### config.mk
export PLATFORM = sky130hd
export DESIGN_NAME = flush_ctrl_top
export DESIGN_NICKNAME = d
export VERILOG_FILES = /design/src/flush_pkg.sv /design/src/flush_ctrl_top.sv /design/src/redirect_unit.sv /design/src/flush_controller.sv /design/src/commit_event_decoder.sv
export VERILOG_INCLUDE_DIRS = /design/src
export SDC_FILE = /design/constraint.sdc
export NUM_CORES = 1
export LEC_CHECK = 0
export BUFFER_PORTS_ARGS = -buffer_cell sky130_fd_sc_hd__buf_2
export CORE_ASPECT_RATIO = 0.8
export CORE_MARGIN = 10
export CORE_UTILIZATION = 51
export CTS_BUF_LIST = sky130_fd_sc_hd__clkbuf_4 sky130_fd_sc_hd__clkbuf_8
export DETAILED_ROUTE_END_ITERATION = 16
export PLACE_DENSITY_LB_ADDON = 0.25
export SLEW_MARGIN = 20
export SYNTH_ARGS = -nofsm -noshare
export SYNTH_HDL_FRONTEND = slang
export SYNTH_SLANG_ARGS = --single-unit
### constraint.sdc
create_clock -name clk_i -period 3.3 [get_ports clk_i]
set_clock_uncertainty 0.2 [all_clocks]
set_input_delay 0.33 -clock clk_i [delete_from_list [all_inputs] [get_ports clk_i]]
set_output_delay 0.33 -clock clk_i [all_outputs]
set_load 0.01 [all_outputs]
### src/flush_settings.svh
// --------------------
// Flush control settings
// Widths and feature switches shared by the flush and redirect logic
// --------------------

`ifndef FLUSH_SETTINGS_SVH
`define FLUSH_SETTINGS_SVH

// PC and target width
`define FLUSH_XLEN 32

// Data cache write policy
// 1 means write-back, so fences need a cache flush handshake
`define FLUSH_WB_DCACHE 1

// Hypervisor extension present
// Enables hfence opcodes and the VS-stage TLB flush on sfence
`define FLUSH_HYP_EN 1

// Exception target taken on any trap
`define FLUSH_TRAP_VECTOR 32'h8000_0040

`endif
### src/flush_pkg.sv
// --------------------
// Flush control types
// Opcodes, FSM states and the structs passed between the flush stages
// --------------------

`include "flush_settings.svh"

package flush_pkg;

    // Commit opcodes that can disturb the pipeline
    typedef enum logic [3:0] {
        OP_NONE        = 4'd0,
        OP_FENCE       = 4'd1,
        OP_FENCE_I     = 4'd2,
        OP_SFENCE_VMA  = 4'd3,
        OP_HFENCE_VVMA = 4'd4,
        OP_HFENCE_GVMA = 4'd5,
        OP_CSR_FLUSH   = 4'd6,
        OP_EXCEPTION   = 4'd7,
        OP_ERET        = 4'd8
    } commit_op_e;

    // Data cache fence handshake
    typedef enum logic {
        FENCE_IDLE     = 1'b0,
        FENCE_WAIT_ACK = 1'b1
    } fence_state_e;

    // Commit stage strobe
    typedef struct packed {
        logic                   valid;
        commit_op_e             op;
        // Hart runs in virtualized mode
        logic                   virt;
        logic [`FLUSH_XLEN-1:0] pc;
        // Epc for eret
        logic [`FLUSH_XLEN-1:0] target;
    } commit_event_t;

    // Resolved branch from execute
    typedef struct packed {
        logic                   valid;
        logic                   mispredict;
        logic [`FLUSH_XLEN-1:0] target;
    } branch_resolve_t;

    // Registered request, one intent bit per cause
    typedef struct packed {
        logic                   mispredict;
        logic                   fence;
        logic                   fence_i;
        logic                   sfence;
        logic                   hfence_vvma;
        logic                   hfence_gvma;
        logic                   csr_flush;
        logic                   exception;
        logic                   eret;
        logic                   virt;
        // Next-PC candidates
        logic [`FLUSH_XLEN-1:0] commit_pc;
        logic [`FLUSH_XLEN-1:0] trap_target;
        logic [`FLUSH_XLEN-1:0] branch_target;
    } flush_req_t;

    // Per-stage flush strobes
    typedef struct packed {
        logic set_pc_commit;
        logic flush_if;
        logic flush_unissued;
        logic flush_id;
        logic flush_ex;
        logic flush_bp;
        logic flush_icache;
        logic flush_dcache;
        logic flush_tlb;
        logic flush_tlb_vvma;
        logic flush_tlb_gvma;
    } flush_vec_t;

    // Fetch redirect
    typedef struct packed {
        logic                   valid;
        logic [`FLUSH_XLEN-1:0] pc;
    } redirect_t;

endpackage

### src/flush_ctrl_top.sv
// --------------------
// Flush and redirect top
// Decode, flush control and fetch redirect for the core
// --------------------

`timescale 1ns/1ps

module flush_ctrl_top (
    input  logic                       clk_i,
    input  logic                       rst_ni,
    input  flush_pkg::commit_event_t   commit_i,
    input  flush_pkg::branch_resolve_t branch_i,
    input  logic                       halt_csr_i,
    input  logic                       dcache_flush_ack_i,
    output flush_pkg::flush_vec_t      flush_o,
    output logic                       dcache_flush_o,
    output logic                       halt_o,
    output flush_pkg::redirect_t       redirect_o
);

    // Registered request shared by both consumers
    flush_pkg::flush_req_t req;

    // --------------------
    // Decode stage
    // --------------------
    commit_event_decoder u_decoder (
        .clk_i    (clk_i),
        .rst_ni   (rst_ni),
        .commit_i (commit_i),
        .branch_i (branch_i),
        .req_o    (req)
    );

    // Flush vector and cache fence
    flush_controller u_controller (
        .clk_i              (clk_i),
        .rst_ni             (rst_ni),
        .req_i              (req),
        .halt_csr_i         (halt_csr_i),
        .dcache_flush_ack_i (dcache_flush_ack_i),
        .flush_o            (flush_o),
        .dcache_flush_o     (dcache_flush_o),
        .halt_o             (halt_o)
    );

    // Next fetch PC, one cycle behind the flush
    redirect_unit u_redirect (
        .clk_i      (clk_i),
        .rst_ni     (rst_ni),
        .req_i      (req),
        .redirect_o (redirect_o)
    );

endmodule

### src/redirect_unit.sv
// --------------------
// Redirect unit
// Picks the next fetch PC by priority and registers it
// --------------------

`timescale 1ns/1ps

module redirect_unit (
    input  logic                  clk_i,
    input  logic                  rst_ni,
    input  flush_pkg::flush_req_t req_i,
    output flush_pkg::redirect_t  redirect_o
);

    flush_pkg::redirect_t redirect_d;
    logic                 valid_q;
    logic [$bits(redirect_d.pc)-1:0] pc_q;
    // Events that resume fetch at commit pc+4
    logic                 set_pc_commit;

    assign set_pc_commit = req_i.fence | req_i.fence_i | req_i.sfence | req_i.hfence_vvma
                         | req_i.hfence_gvma | req_i.csr_flush;

    // --------------------
    // Target priority
    // --------------------
    always_comb begin : target_select
        redirect_d = '0;
        if (req_i.exception || req_i.eret) begin
            // Trap vector or epc, formed in decode
            redirect_d.valid = 1'b1;
            redirect_d.pc    = req_i.trap_target;
        end else if (set_pc_commit) begin
            redirect_d.valid = 1'b1;
            redirect_d.pc    = req_i.commit_pc;
        end else if (req_i.mispredict) begin
            // Lowest priority since a younger branch loses to any commit event
            redirect_d.valid = 1'b1;
            redirect_d.pc    = req_i.branch_target;
        end
    end

    always_ff @(posedge clk_i or negedge rst_ni) begin
        if (!rst_ni) begin
            valid_q <= 1'b0;
        end else begin
            valid_q <= redirect_d.valid;
        end
    end

    // Registered fetch target
    always_ff @(posedge clk_i) begin
        pc_q <= redirect_d.pc;
    end

    always_comb begin
        redirect_o.valid = valid_q;
        redirect_o.pc    = pc_q;
    end

endmodule

### src/flush_controller.sv
// --------------------
// Flush controller
// Builds per-stage flush strobes and runs the data cache fence
// handshake that halts the core
// --------------------

`timescale 1ns/1ps

`include "flush_settings.svh"

module flush_controller (
    input  logic                  clk_i,
    input  logic                  rst_ni,
    input  flush_pkg::flush_req_t req_i,
    input  logic                  halt_csr_i,
    input  logic                  dcache_flush_ack_i,
    output flush_pkg::flush_vec_t flush_o,
    output logic                  dcache_flush_o,
    output logic                  halt_o
);

    flush_pkg::fence_state_e state_d;
    flush_pkg::fence_state_e state_q;
    logic                    dcache_flush_d;
    logic                    dcache_flush_q;
    // Fence that needs a cache writeback
    logic                    fence_start;
    // Commit-side events that restart fetch behind the commit PC
    logic                    commit_flush;

    assign commit_flush = req_i.fence | req_i.fence_i | req_i.sfence | req_i.hfence_vvma
                        | req_i.hfence_gvma | req_i.csr_flush;

    assign fence_start = (`FLUSH_WB_DCACHE == 1) && (req_i.fence || req_i.fence_i);

    // --------------------
    // Flush vector
    // --------------------
    always_comb begin : flush_vec
        flush_o = '0;

        // Mispredict only drops the front end
        if (req_i.mispredict) begin
            flush_o.flush_if       = 1'b1;
            flush_o.flush_unissued = 1'b1;
        end

        // Serializing commit events
        if (commit_flush) begin
            flush_o.set_pc_commit  = 1'b1;
            flush_o.flush_if       = 1'b1;
            flush_o.flush_unissued = 1'b1;
            flush_o.flush_id       = 1'b1;
            flush_o.flush_ex       = 1'b1;
        end

        // Instruction cache only on fence.i
        flush_o.flush_icache = req_i.fence_i;
        flush_o.flush_dcache = fence_start;

        // sfence hits the VS-stage TLB when virtualized
        if (req_i.sfence) begin
            if (req_i.virt && (`FLUSH_HYP_EN == 1)) begin
                flush_o.flush_tlb_vvma = 1'b1;
            end else begin
                flush_o.flush_tlb = 1'b1;
            end
        end

        if (req_i.hfence_vvma) begin
            flush_o.flush_tlb_vvma = 1'b1;
        end

        if (req_i.hfence_gvma) begin
            flush_o.flush_tlb_gvma = 1'b1;
        end

        // Trap entry and return take their own PC, not the commit PC
        if (req_i.exception || req_i.eret) begin
            flush_o.set_pc_commit  = 1'b0;
            flush_o.flush_if       = 1'b1;
            flush_o.flush_unissued = 1'b1;
            flush_o.flush_id       = 1'b1;
            flush_o.flush_ex       = 1'b1;
            // Stale predictions could fetch across the privilege change
            flush_o.flush_bp       = 1'b1;
        end
    end

    // --------------------
    // Fence handshake FSM
    // --------------------
    always_comb begin : fence_fsm
        state_d        = state_q;
        dcache_flush_d = 1'b0;
        unique case (state_q)
            flush_pkg::FENCE_IDLE: begin
                if (fence_start) begin
                    state_d        = flush_pkg::FENCE_WAIT_ACK;
                    dcache_flush_d = 1'b1;
                end
            end
            flush_pkg::FENCE_WAIT_ACK: begin
                // Hold the request until the cache answers
                if (dcache_flush_ack_i) begin
                    state_d = flush_pkg::FENCE_IDLE;
                end else begin
                    dcache_flush_d = 1'b1;
                end
            end
            default: state_d = flush_pkg::FENCE_IDLE;
        endcase
    end

    always_ff @(posedge clk_i or negedge rst_ni) begin
        if (!rst_ni) begin
            state_q        <= flush_pkg::FENCE_IDLE;
            dcache_flush_q <= 1'b0;
        end else begin
            state_q        <= state_d;
            dcache_flush_q <= dcache_flush_d;
        end
    end

    assign dcache_flush_o = dcache_flush_q;

    // Core stalls for WFI or while the cache writes back
    assign halt_o = halt_csr_i || (state_q == flush_pkg::FENCE_WAIT_ACK);

endmodule

### src/commit_event_decoder.sv
// --------------------
// Commit event decoder
// Turns commit and branch strobes into a registered flush request
// --------------------

`timescale 1ns/1ps

`include "flush_settings.svh"

module commit_event_decoder (
    input  logic                       clk_i,
    input  logic                       rst_ni,
    input  flush_pkg::commit_event_t   commit_i,
    input  flush_pkg::branch_resolve_t branch_i,
    output flush_pkg::flush_req_t      req_o
);

    flush_pkg::flush_req_t req_d;
    flush_pkg::flush_req_t req_q;

    // --------------------
    // Opcode decode
    // --------------------
    always_comb begin : decode
        req_d = '0;

        // Intent bits only for a valid commit
        if (commit_i.valid) begin
            unique case (commit_i.op)
                flush_pkg::OP_FENCE:       req_d.fence     = 1'b1;
                flush_pkg::OP_FENCE_I:     req_d.fence_i   = 1'b1;
                flush_pkg::OP_SFENCE_VMA:  req_d.sfence    = 1'b1;
                // Hypervisor fences vanish without the extension
                flush_pkg::OP_HFENCE_VVMA: req_d.hfence_vvma = (`FLUSH_HYP_EN == 1);
                flush_pkg::OP_HFENCE_GVMA: req_d.hfence_gvma = (`FLUSH_HYP_EN == 1);
                flush_pkg::OP_CSR_FLUSH:   req_d.csr_flush = 1'b1;
                flush_pkg::OP_EXCEPTION:   req_d.exception = 1'b1;
                flush_pkg::OP_ERET:        req_d.eret      = 1'b1;
                default:                   req_d.fence     = 1'b0;
            endcase
            req_d.virt = commit_i.virt;
        end

        // Branch side is independent of the commit strobe
        req_d.mispredict = branch_i.valid && branch_i.mispredict;

        // --------------------
        // Next-PC candidates
        // --------------------
        // Sequential PC after the committing instruction
        req_d.commit_pc = commit_i.pc + `FLUSH_XLEN'd4;

        // Trap vector on exception, epc otherwise
        if (commit_i.op == flush_pkg::OP_EXCEPTION) begin
            req_d.trap_target = `FLUSH_TRAP_VECTOR;
        end else begin
            req_d.trap_target = commit_i.target;
        end

        req_d.branch_target = branch_i.target;
    end

    // Request register, one cycle after the strobe
    always_ff @(posedge clk_i or negedge rst_ni) begin
        if (!rst_ni) begin
            req_q <= '0;
        end else begin
            req_q <= req_d;
        end
    end

    assign req_o = req_q;

endmodule

==> impl_metrics.yaml, run 1 <==
synthesis:
  syn_area_per_cell_um2: 11.4
  syn-num-nets: 552
  ys_seq_area_share_pct: 66.5
  syn_inst: 443
  ys_top_cells_by_count: "108 x dfrtp_1, 50 x nor2_1, 44 x nand3_1"
  synth_cell_type_count: 32
  yosysTopAreaCell: "dfrtp_1"
  yosys-top-cells-area: "dfrtp_1 54%, dfxtp_1 13%, nand3_1 4.4%"
  syn_area_mm2: 0.00503
  synth_top_area_share_pct: 53.7
  ys.flop_type: "dfrtp_1"
  async_flop_share_pct: 77.1
  ys_ff_latch: 140
  synth_edf_count: 0
  synth_warnings: 0
  yosys.cell_count.top_type: "dfrtp_1"
cts:
  path_clk_slew_ns: 0.06
  ctsRootBufferMaster: "clkbuf_8"
  worstSkewPairLatency_ns: 0.43
  htreeDepth: 4
  cts_buffers: 17
  clock-sinks: 140
  max-clock-path-buffers: 2
  cts_tree: "yes"
grt:
  grt_max_degree: 75
  grt_usage_pct: 21.2
  antenna_found_initial: 1
  grt_remaining_overflow: 0
  grt_pass1_vias: 4638
  grt_pass1_wl_mm: 23.3
layout:
  filler_cell_count: 636
  drive_gt1_share_pct: 27.6
  nNetsFinal: 811
  stdcell_area_mm2: 0.00733
  area_growth_syn_to_layout_pct: 45.8
timing:
  relSlewSlack_pct: 38.9
  holdWs_ns: 0.0594
  finalMaxSlewViolations: 0
  hold_viol: 0
  finalWorstSetupSlack_ns: 0.696
  post-route-period-util_pct: 78.9
  rsz0062_at_grt: "false"
  final.setup.tns_ns: 0
  tightest_slew_ns: 0.917
  period_minus_slack_ns: 2.60
  setup_viol: 0
  max_freq_ghz: 0.384
pwr:
  total_leakage_power_uw: 0.00347
  p_sw_uw: 862
  p_per_area_mw_per_mm2: 490
  peakVddDrop_uv: 417
  pwr-share-comb_pct: 13.3
  p_int_uw: 2730
  power.total_uw: 3590
  seq_power_share_pct: 52.0
  pwr-share-clk_pct: 34.7
  swShare_pct: 24.0
run:
  maxCapViolCount: 0
routing:
  wl_per_cell_um: 17.2
  postRouteWirelength_mm: 14.6
  route.detailed.drc: 0
  drtIter0Drc: 315
  avgViaCountPerCell: 4.96
  vias: 4225
  ant_nets: 0
  first_pass_iters: 5
worst_setup_path:
  worstSetupPathType: "reg -> out"
  crit_chain: "nor4_1 -> and2_1 -> buf_4 -> nand2_1 -> buf_2"
  cp_slowest_cell: "dfrtp_1"
  slowest_delay_ns: 0.39
  critical_path_peak_fanout: 34
  cp-start-kind: "flop"
  crit_arrival_ns: 2.07
  end_kind: "output port"
  required_ns: 2.77
floorplan:
  die_h_um: 109
  initial_core_util_pct: 52.1
  core_area_mm2: 0.00965
  io_pins: 154
  die_w_um: 131
  rows: 32
  die_area_mm2: 0.0143
place:
  portBuffers: 153
  place_area_mm2: 0.00588
  dpl.hpwl_mm: 8.95
  gp_congestion: 0.830
  dp_slack_ns: 1.13
run_status:
  status: "finished, final reports clean"
worst_hold_path:
  hold_class: "in -> reg"
sequential cells by signal, indices dropped and copies added, names as in the netlist:
signal and flops:
u_controller.state_q 1, u_decoder.req_o 106, u_redirect.pc_q 32, u_redirect.valid_q 1
cell families (layout without fill, tap and decap cells):
kind of cell               count (synthesis)  after routing  synth area share [%]
xor gates and xnor gates                  28             28                  4.88
and+or+nand+nor                          205            205                  20.7
AOI/OAI and AO/OA                         34             34                  4.23
DFF                                      140            140                  66.5
other                                      0              1                     0
buffers and inverters                     35            307                  3.46
adders and majority gates                  1              1                 0.249
worst max-delay path: cells and delay by family (launching register included):
| kind | cells | cell delay, ns |
|---|---|---|
| and+or+nand+nor | 3 | 0.67 |
| buffers and inverters | 2 | 0.57 |
| DFF | 1 | 0.39 |
stage by stage:
stage | std cells | util (%)
after floorplan | 443 | -
after global placement | 710 | 60.9
after detailed placement | 710 | 60.9
after CTS | 851 | 76.0
after global routing | 852 | 76.0
final | 852 | 76.0
layer usage:
layer / track usage (%) / wire length [um]
met5: 0 / 0
met4: 8.64 / 174
met3: 6.21 / 1310
met2: 35.5 / 7320
met1: 25.3 / 5810
what timing repair did:
action / in CTS / in global routing
hold buffers: 109 / 0
gates resized for setup: 0 / 0
buffers inserted: 0 / 0
hold endpoints to repair: 175 / 0
power groups by stage:
| stage | registers, uW | clock network [uW] | logic, uW |
|---|---|---|---|
| after detailed placement | 1900 | 0 | 372 |
| after floorplan | 1920 | 0 | 147 |
| after global routing | 1880 | 1340 | 521 |
| after global placement | 1900 | 0 | 364 |
| after CTS | 1870 | 1260 | 474 |
| final | 1870 | 1250 | 476 |
area by class of cell:
type                    count  area (um2)  area share [%]
diodes                      1        2.50          0.0341
clock buffers              29         349            4.76
clock inverters             3        15.0           0.205
inverters                   6        22.5           0.307
multi-input cells         268        1520            20.7
flip-flops and latches    140        3340            45.6
well taps                 136         170            2.32
repair buffers            269        1910            26.1
layout by cell type (no fill, tap or decap), types with 11 or more instances in the layout:
cell / count
xnor2_1: 22
nor2_1: 49
nand2_1: 43
nand3_1: 44
a31oi_1: 32
dfrtp_1: 108
and2_1: 34
dlygate4sd3_1: 109
dfxtp_1: 32
clkbuf_8: 21
buf_2: 152
nand4_1: 11
final timing paths:
kind	cells past startpoint	start	slack [ns]	end
max	5	u_decoder.req_o[102]	0.70	flush_o[7]
min	3	commit_i[38]	0.06	u_decoder.req_o[72]
max reg2reg	5	u_decoder.req_o[102]	1.28	u_redirect.pc_q[29]
min reg2reg	1	u_controller.state_q	0.28	u_controller.state_q
max in group asynchronous	3	rst_ni	1.69	u_decoder.req_o[73]
min in group asynchronous	2	rst_ni	0.39	u_decoder.req_o[74]
No activity file was read; power rests on OpenSTA's default activity.
==> inputs of run 2 (changes only) <==
clock period = 2.4 ns   (was 3.3 ns; I/O delays follow)
==> impl_metrics.yaml, run 2 (synthesized netlist as in run 1, its figures left out) <==
timing:
  max_freq_ghz: 0.431
  holdWs_ns: 0.0585
  finalMaxSlewViolations: 0
  period_minus_slack_ns: 2.32
  final.setup.tns_ns: 0
  post-route-period-util_pct: 96.7
  relSlewSlack_pct: 55.2
  setup_viol: 0
  hold_viol: 0
  rsz0062_at_grt: "false"
  tightest_slew_ns: 0.673
pwr:
  total_leakage_power_uw: 0.00358
  swShare_pct: 24.1
  pwr-share-comb_pct: 13.4
  p_per_area_mw_per_mm2: 679
  peakVddDrop_uv: 544
  pwr-share-clk_pct: 36.6
  seq_power_share_pct: 50.0
  p_sw_uw: 1240
  p_int_uw: 3900
grt:
  grt_max_degree: 51
  grt_pass1_wl_mm: 24.3
  grt_usage_pct: 22.6
  grt_pass1_vias: 4521
  antenna_found_initial: 1
  grt_remaining_overflow: 0
cts:
  path_clk_slew_ns: 0.07
  max-clock-path-buffers: 2
  cts_tree: "yes"
  htreeDepth: 4
  ctsRootBufferMaster: "clkbuf_8"
  worstSkewPairLatency_ns: 0.44
  clock-sinks: 140
  cts_buffers: 17
layout:
  largest_register_ffs: 106
  nNetsFinal: 828
  layout_common_cells: "152 x buf_2, 121 x dlygate4sd3_1, 108 x dfrtp_1, 49 x nor2_1, 44 x nand3_1"
  area_growth_syn_to_layout_pct: 50.5
  filler_cell_count: 593
  drive_gt1_share_pct: 27.9
  final_common_cell: "buf_2"
  final_core_util_pct: 78.4
worst_hold_path:
  hold_class: "in -> reg"
routing:
  avgViaCountPerCell: 4.96
  wl_per_cell_um: 18.0
  route.detailed.drc: 0
  vias: 4311
  ant_nets: 0
  first_pass_iters: 5
  drtIter0Drc: 284
  postRouteWirelength_mm: 15.7
floorplan:
  die_h_um: 109
  initial_core_util_pct: 52.1
  core_area_mm2: 0.00965
  die_area_mm2: 0.0143
  io_pins: 154
  rows: 32
  die_w_um: 131
worst_setup_path:
  required_ns: 2.53
  cp-start-kind: "input pin"
  worstSetupPathType: "in -> reg"
  end_kind: "flop"
  crit_arrival_ns: 2.45
  critical_path_peak_fanout: 9
place:
  dpl.hpwl_mm: 9.33
  portBuffers: 153
  gp_congestion: 0.833
run:
  maxCapViolCount: 0
run_status:
  status: "finished, final reports clean"
run 2: cell count changes in the layout (fill, tap and decap cells not counted):
| cell | delta |
|---|---|
| buf_12 | +2 |
| clkbuf_4 | -4 |
| dlygate4sd3_1 | +12 |
| clkbuf_8 | -1 |
| clkinv_2 | +3 |
| nor4_2 | +1 |
| bufinv_16 | +2 |
| buf_4 | +3 |
| nor4_4 | +1 |
| nor4_1 | -2 |
run 2: worst paths after layout:
path                                      startpoint                   to  slack [ns]  depth (start not counted)
worst max-delay path                    commit_i[37]  u_decoder.req_o[95]        0.08                          8
worst min-delay path                    commit_i[35]  u_decoder.req_o[68]        0.06                          3
worst max register to register  u_decoder.req_o[102]   u_redirect.pc_q[4]        0.63                          5
worst min register to register   u_decoder.req_o[62]  u_redirect.pc_q[30]        0.32                          2
max in group asynchronous                     rst_ni  u_decoder.req_o[35]        1.21                          3
min in group asynchronous                     rst_ni  u_decoder.req_o[16]        0.18                          2
run 2: power by group through the flow:
stage / registers [uW] / clock network, uW / logic, uW
after floorplan: 2630 / 0 / 202
after global placement: 2610 / 0 / 510
final: 2570 / 1880 / 689
after global routing: 2580 / 2010 / 750
after detailed placement: 2610 / 0 / 525
after CTS: 2570 / 1900 / 676
run 2: what timing repair did:
item,4_1_cts,5_1_grt
endpoints found under the setup margin,0,9
gates resized for setup,0,3
hold buffers,121,0
hold endpoints to repair,155,0
buffers inserted,0,3
run 2: cell type report:
type | instances | area [um2] | area share (%)
flip-flops and latches | 140 | 3340 | 44.2
repair buffers | 286 | 2090 | 27.7
multi-input cells | 268 | 1540 | 20.4
clock buffers | 24 | 305 | 4.03
well taps | 136 | 170 | 2.25
clock inverters | 8 | 90.1 | 1.19
inverters | 6 | 22.5 | 0.298
diodes | 1 | 2.50 | 0.0331
run 2: critical path, cell delays in order:
cell	delay, ns
dlygate4sd3_1	0.54
buf_2	0.15
nand4_1	0.27
nor3_4	0.19
buf_4	0.19
nand4_1	0.14
xnor2_1	0.16
dlygate4sd3_1	0.56
run 2: routing by layer:
metal  track usage [%]  wire [um]  share of wire [%]
met1              26.4       6260                 40
met2              38.4       7950                 51
met3              6.65       1280                8.2
met4              8.87        193                1.2
met5                 0          0                  0
run 2: metrics by stage:
stage / setup slack [ns] / cell area (um2) / std cells / total power (uW)
floorplan: 0.567 / 5030 / 443 / 2840
global placement: 0.588 / 5920 / 712 / 3120
detailed placement: 0.549 / 5920 / 712 / 3140
CTS: 0.0174 / 7520 / 865 / 5140
global route: 0.0209 / 7570 / 869 / 5350
finish: 0.0803 / 7570 / 869 / 5140
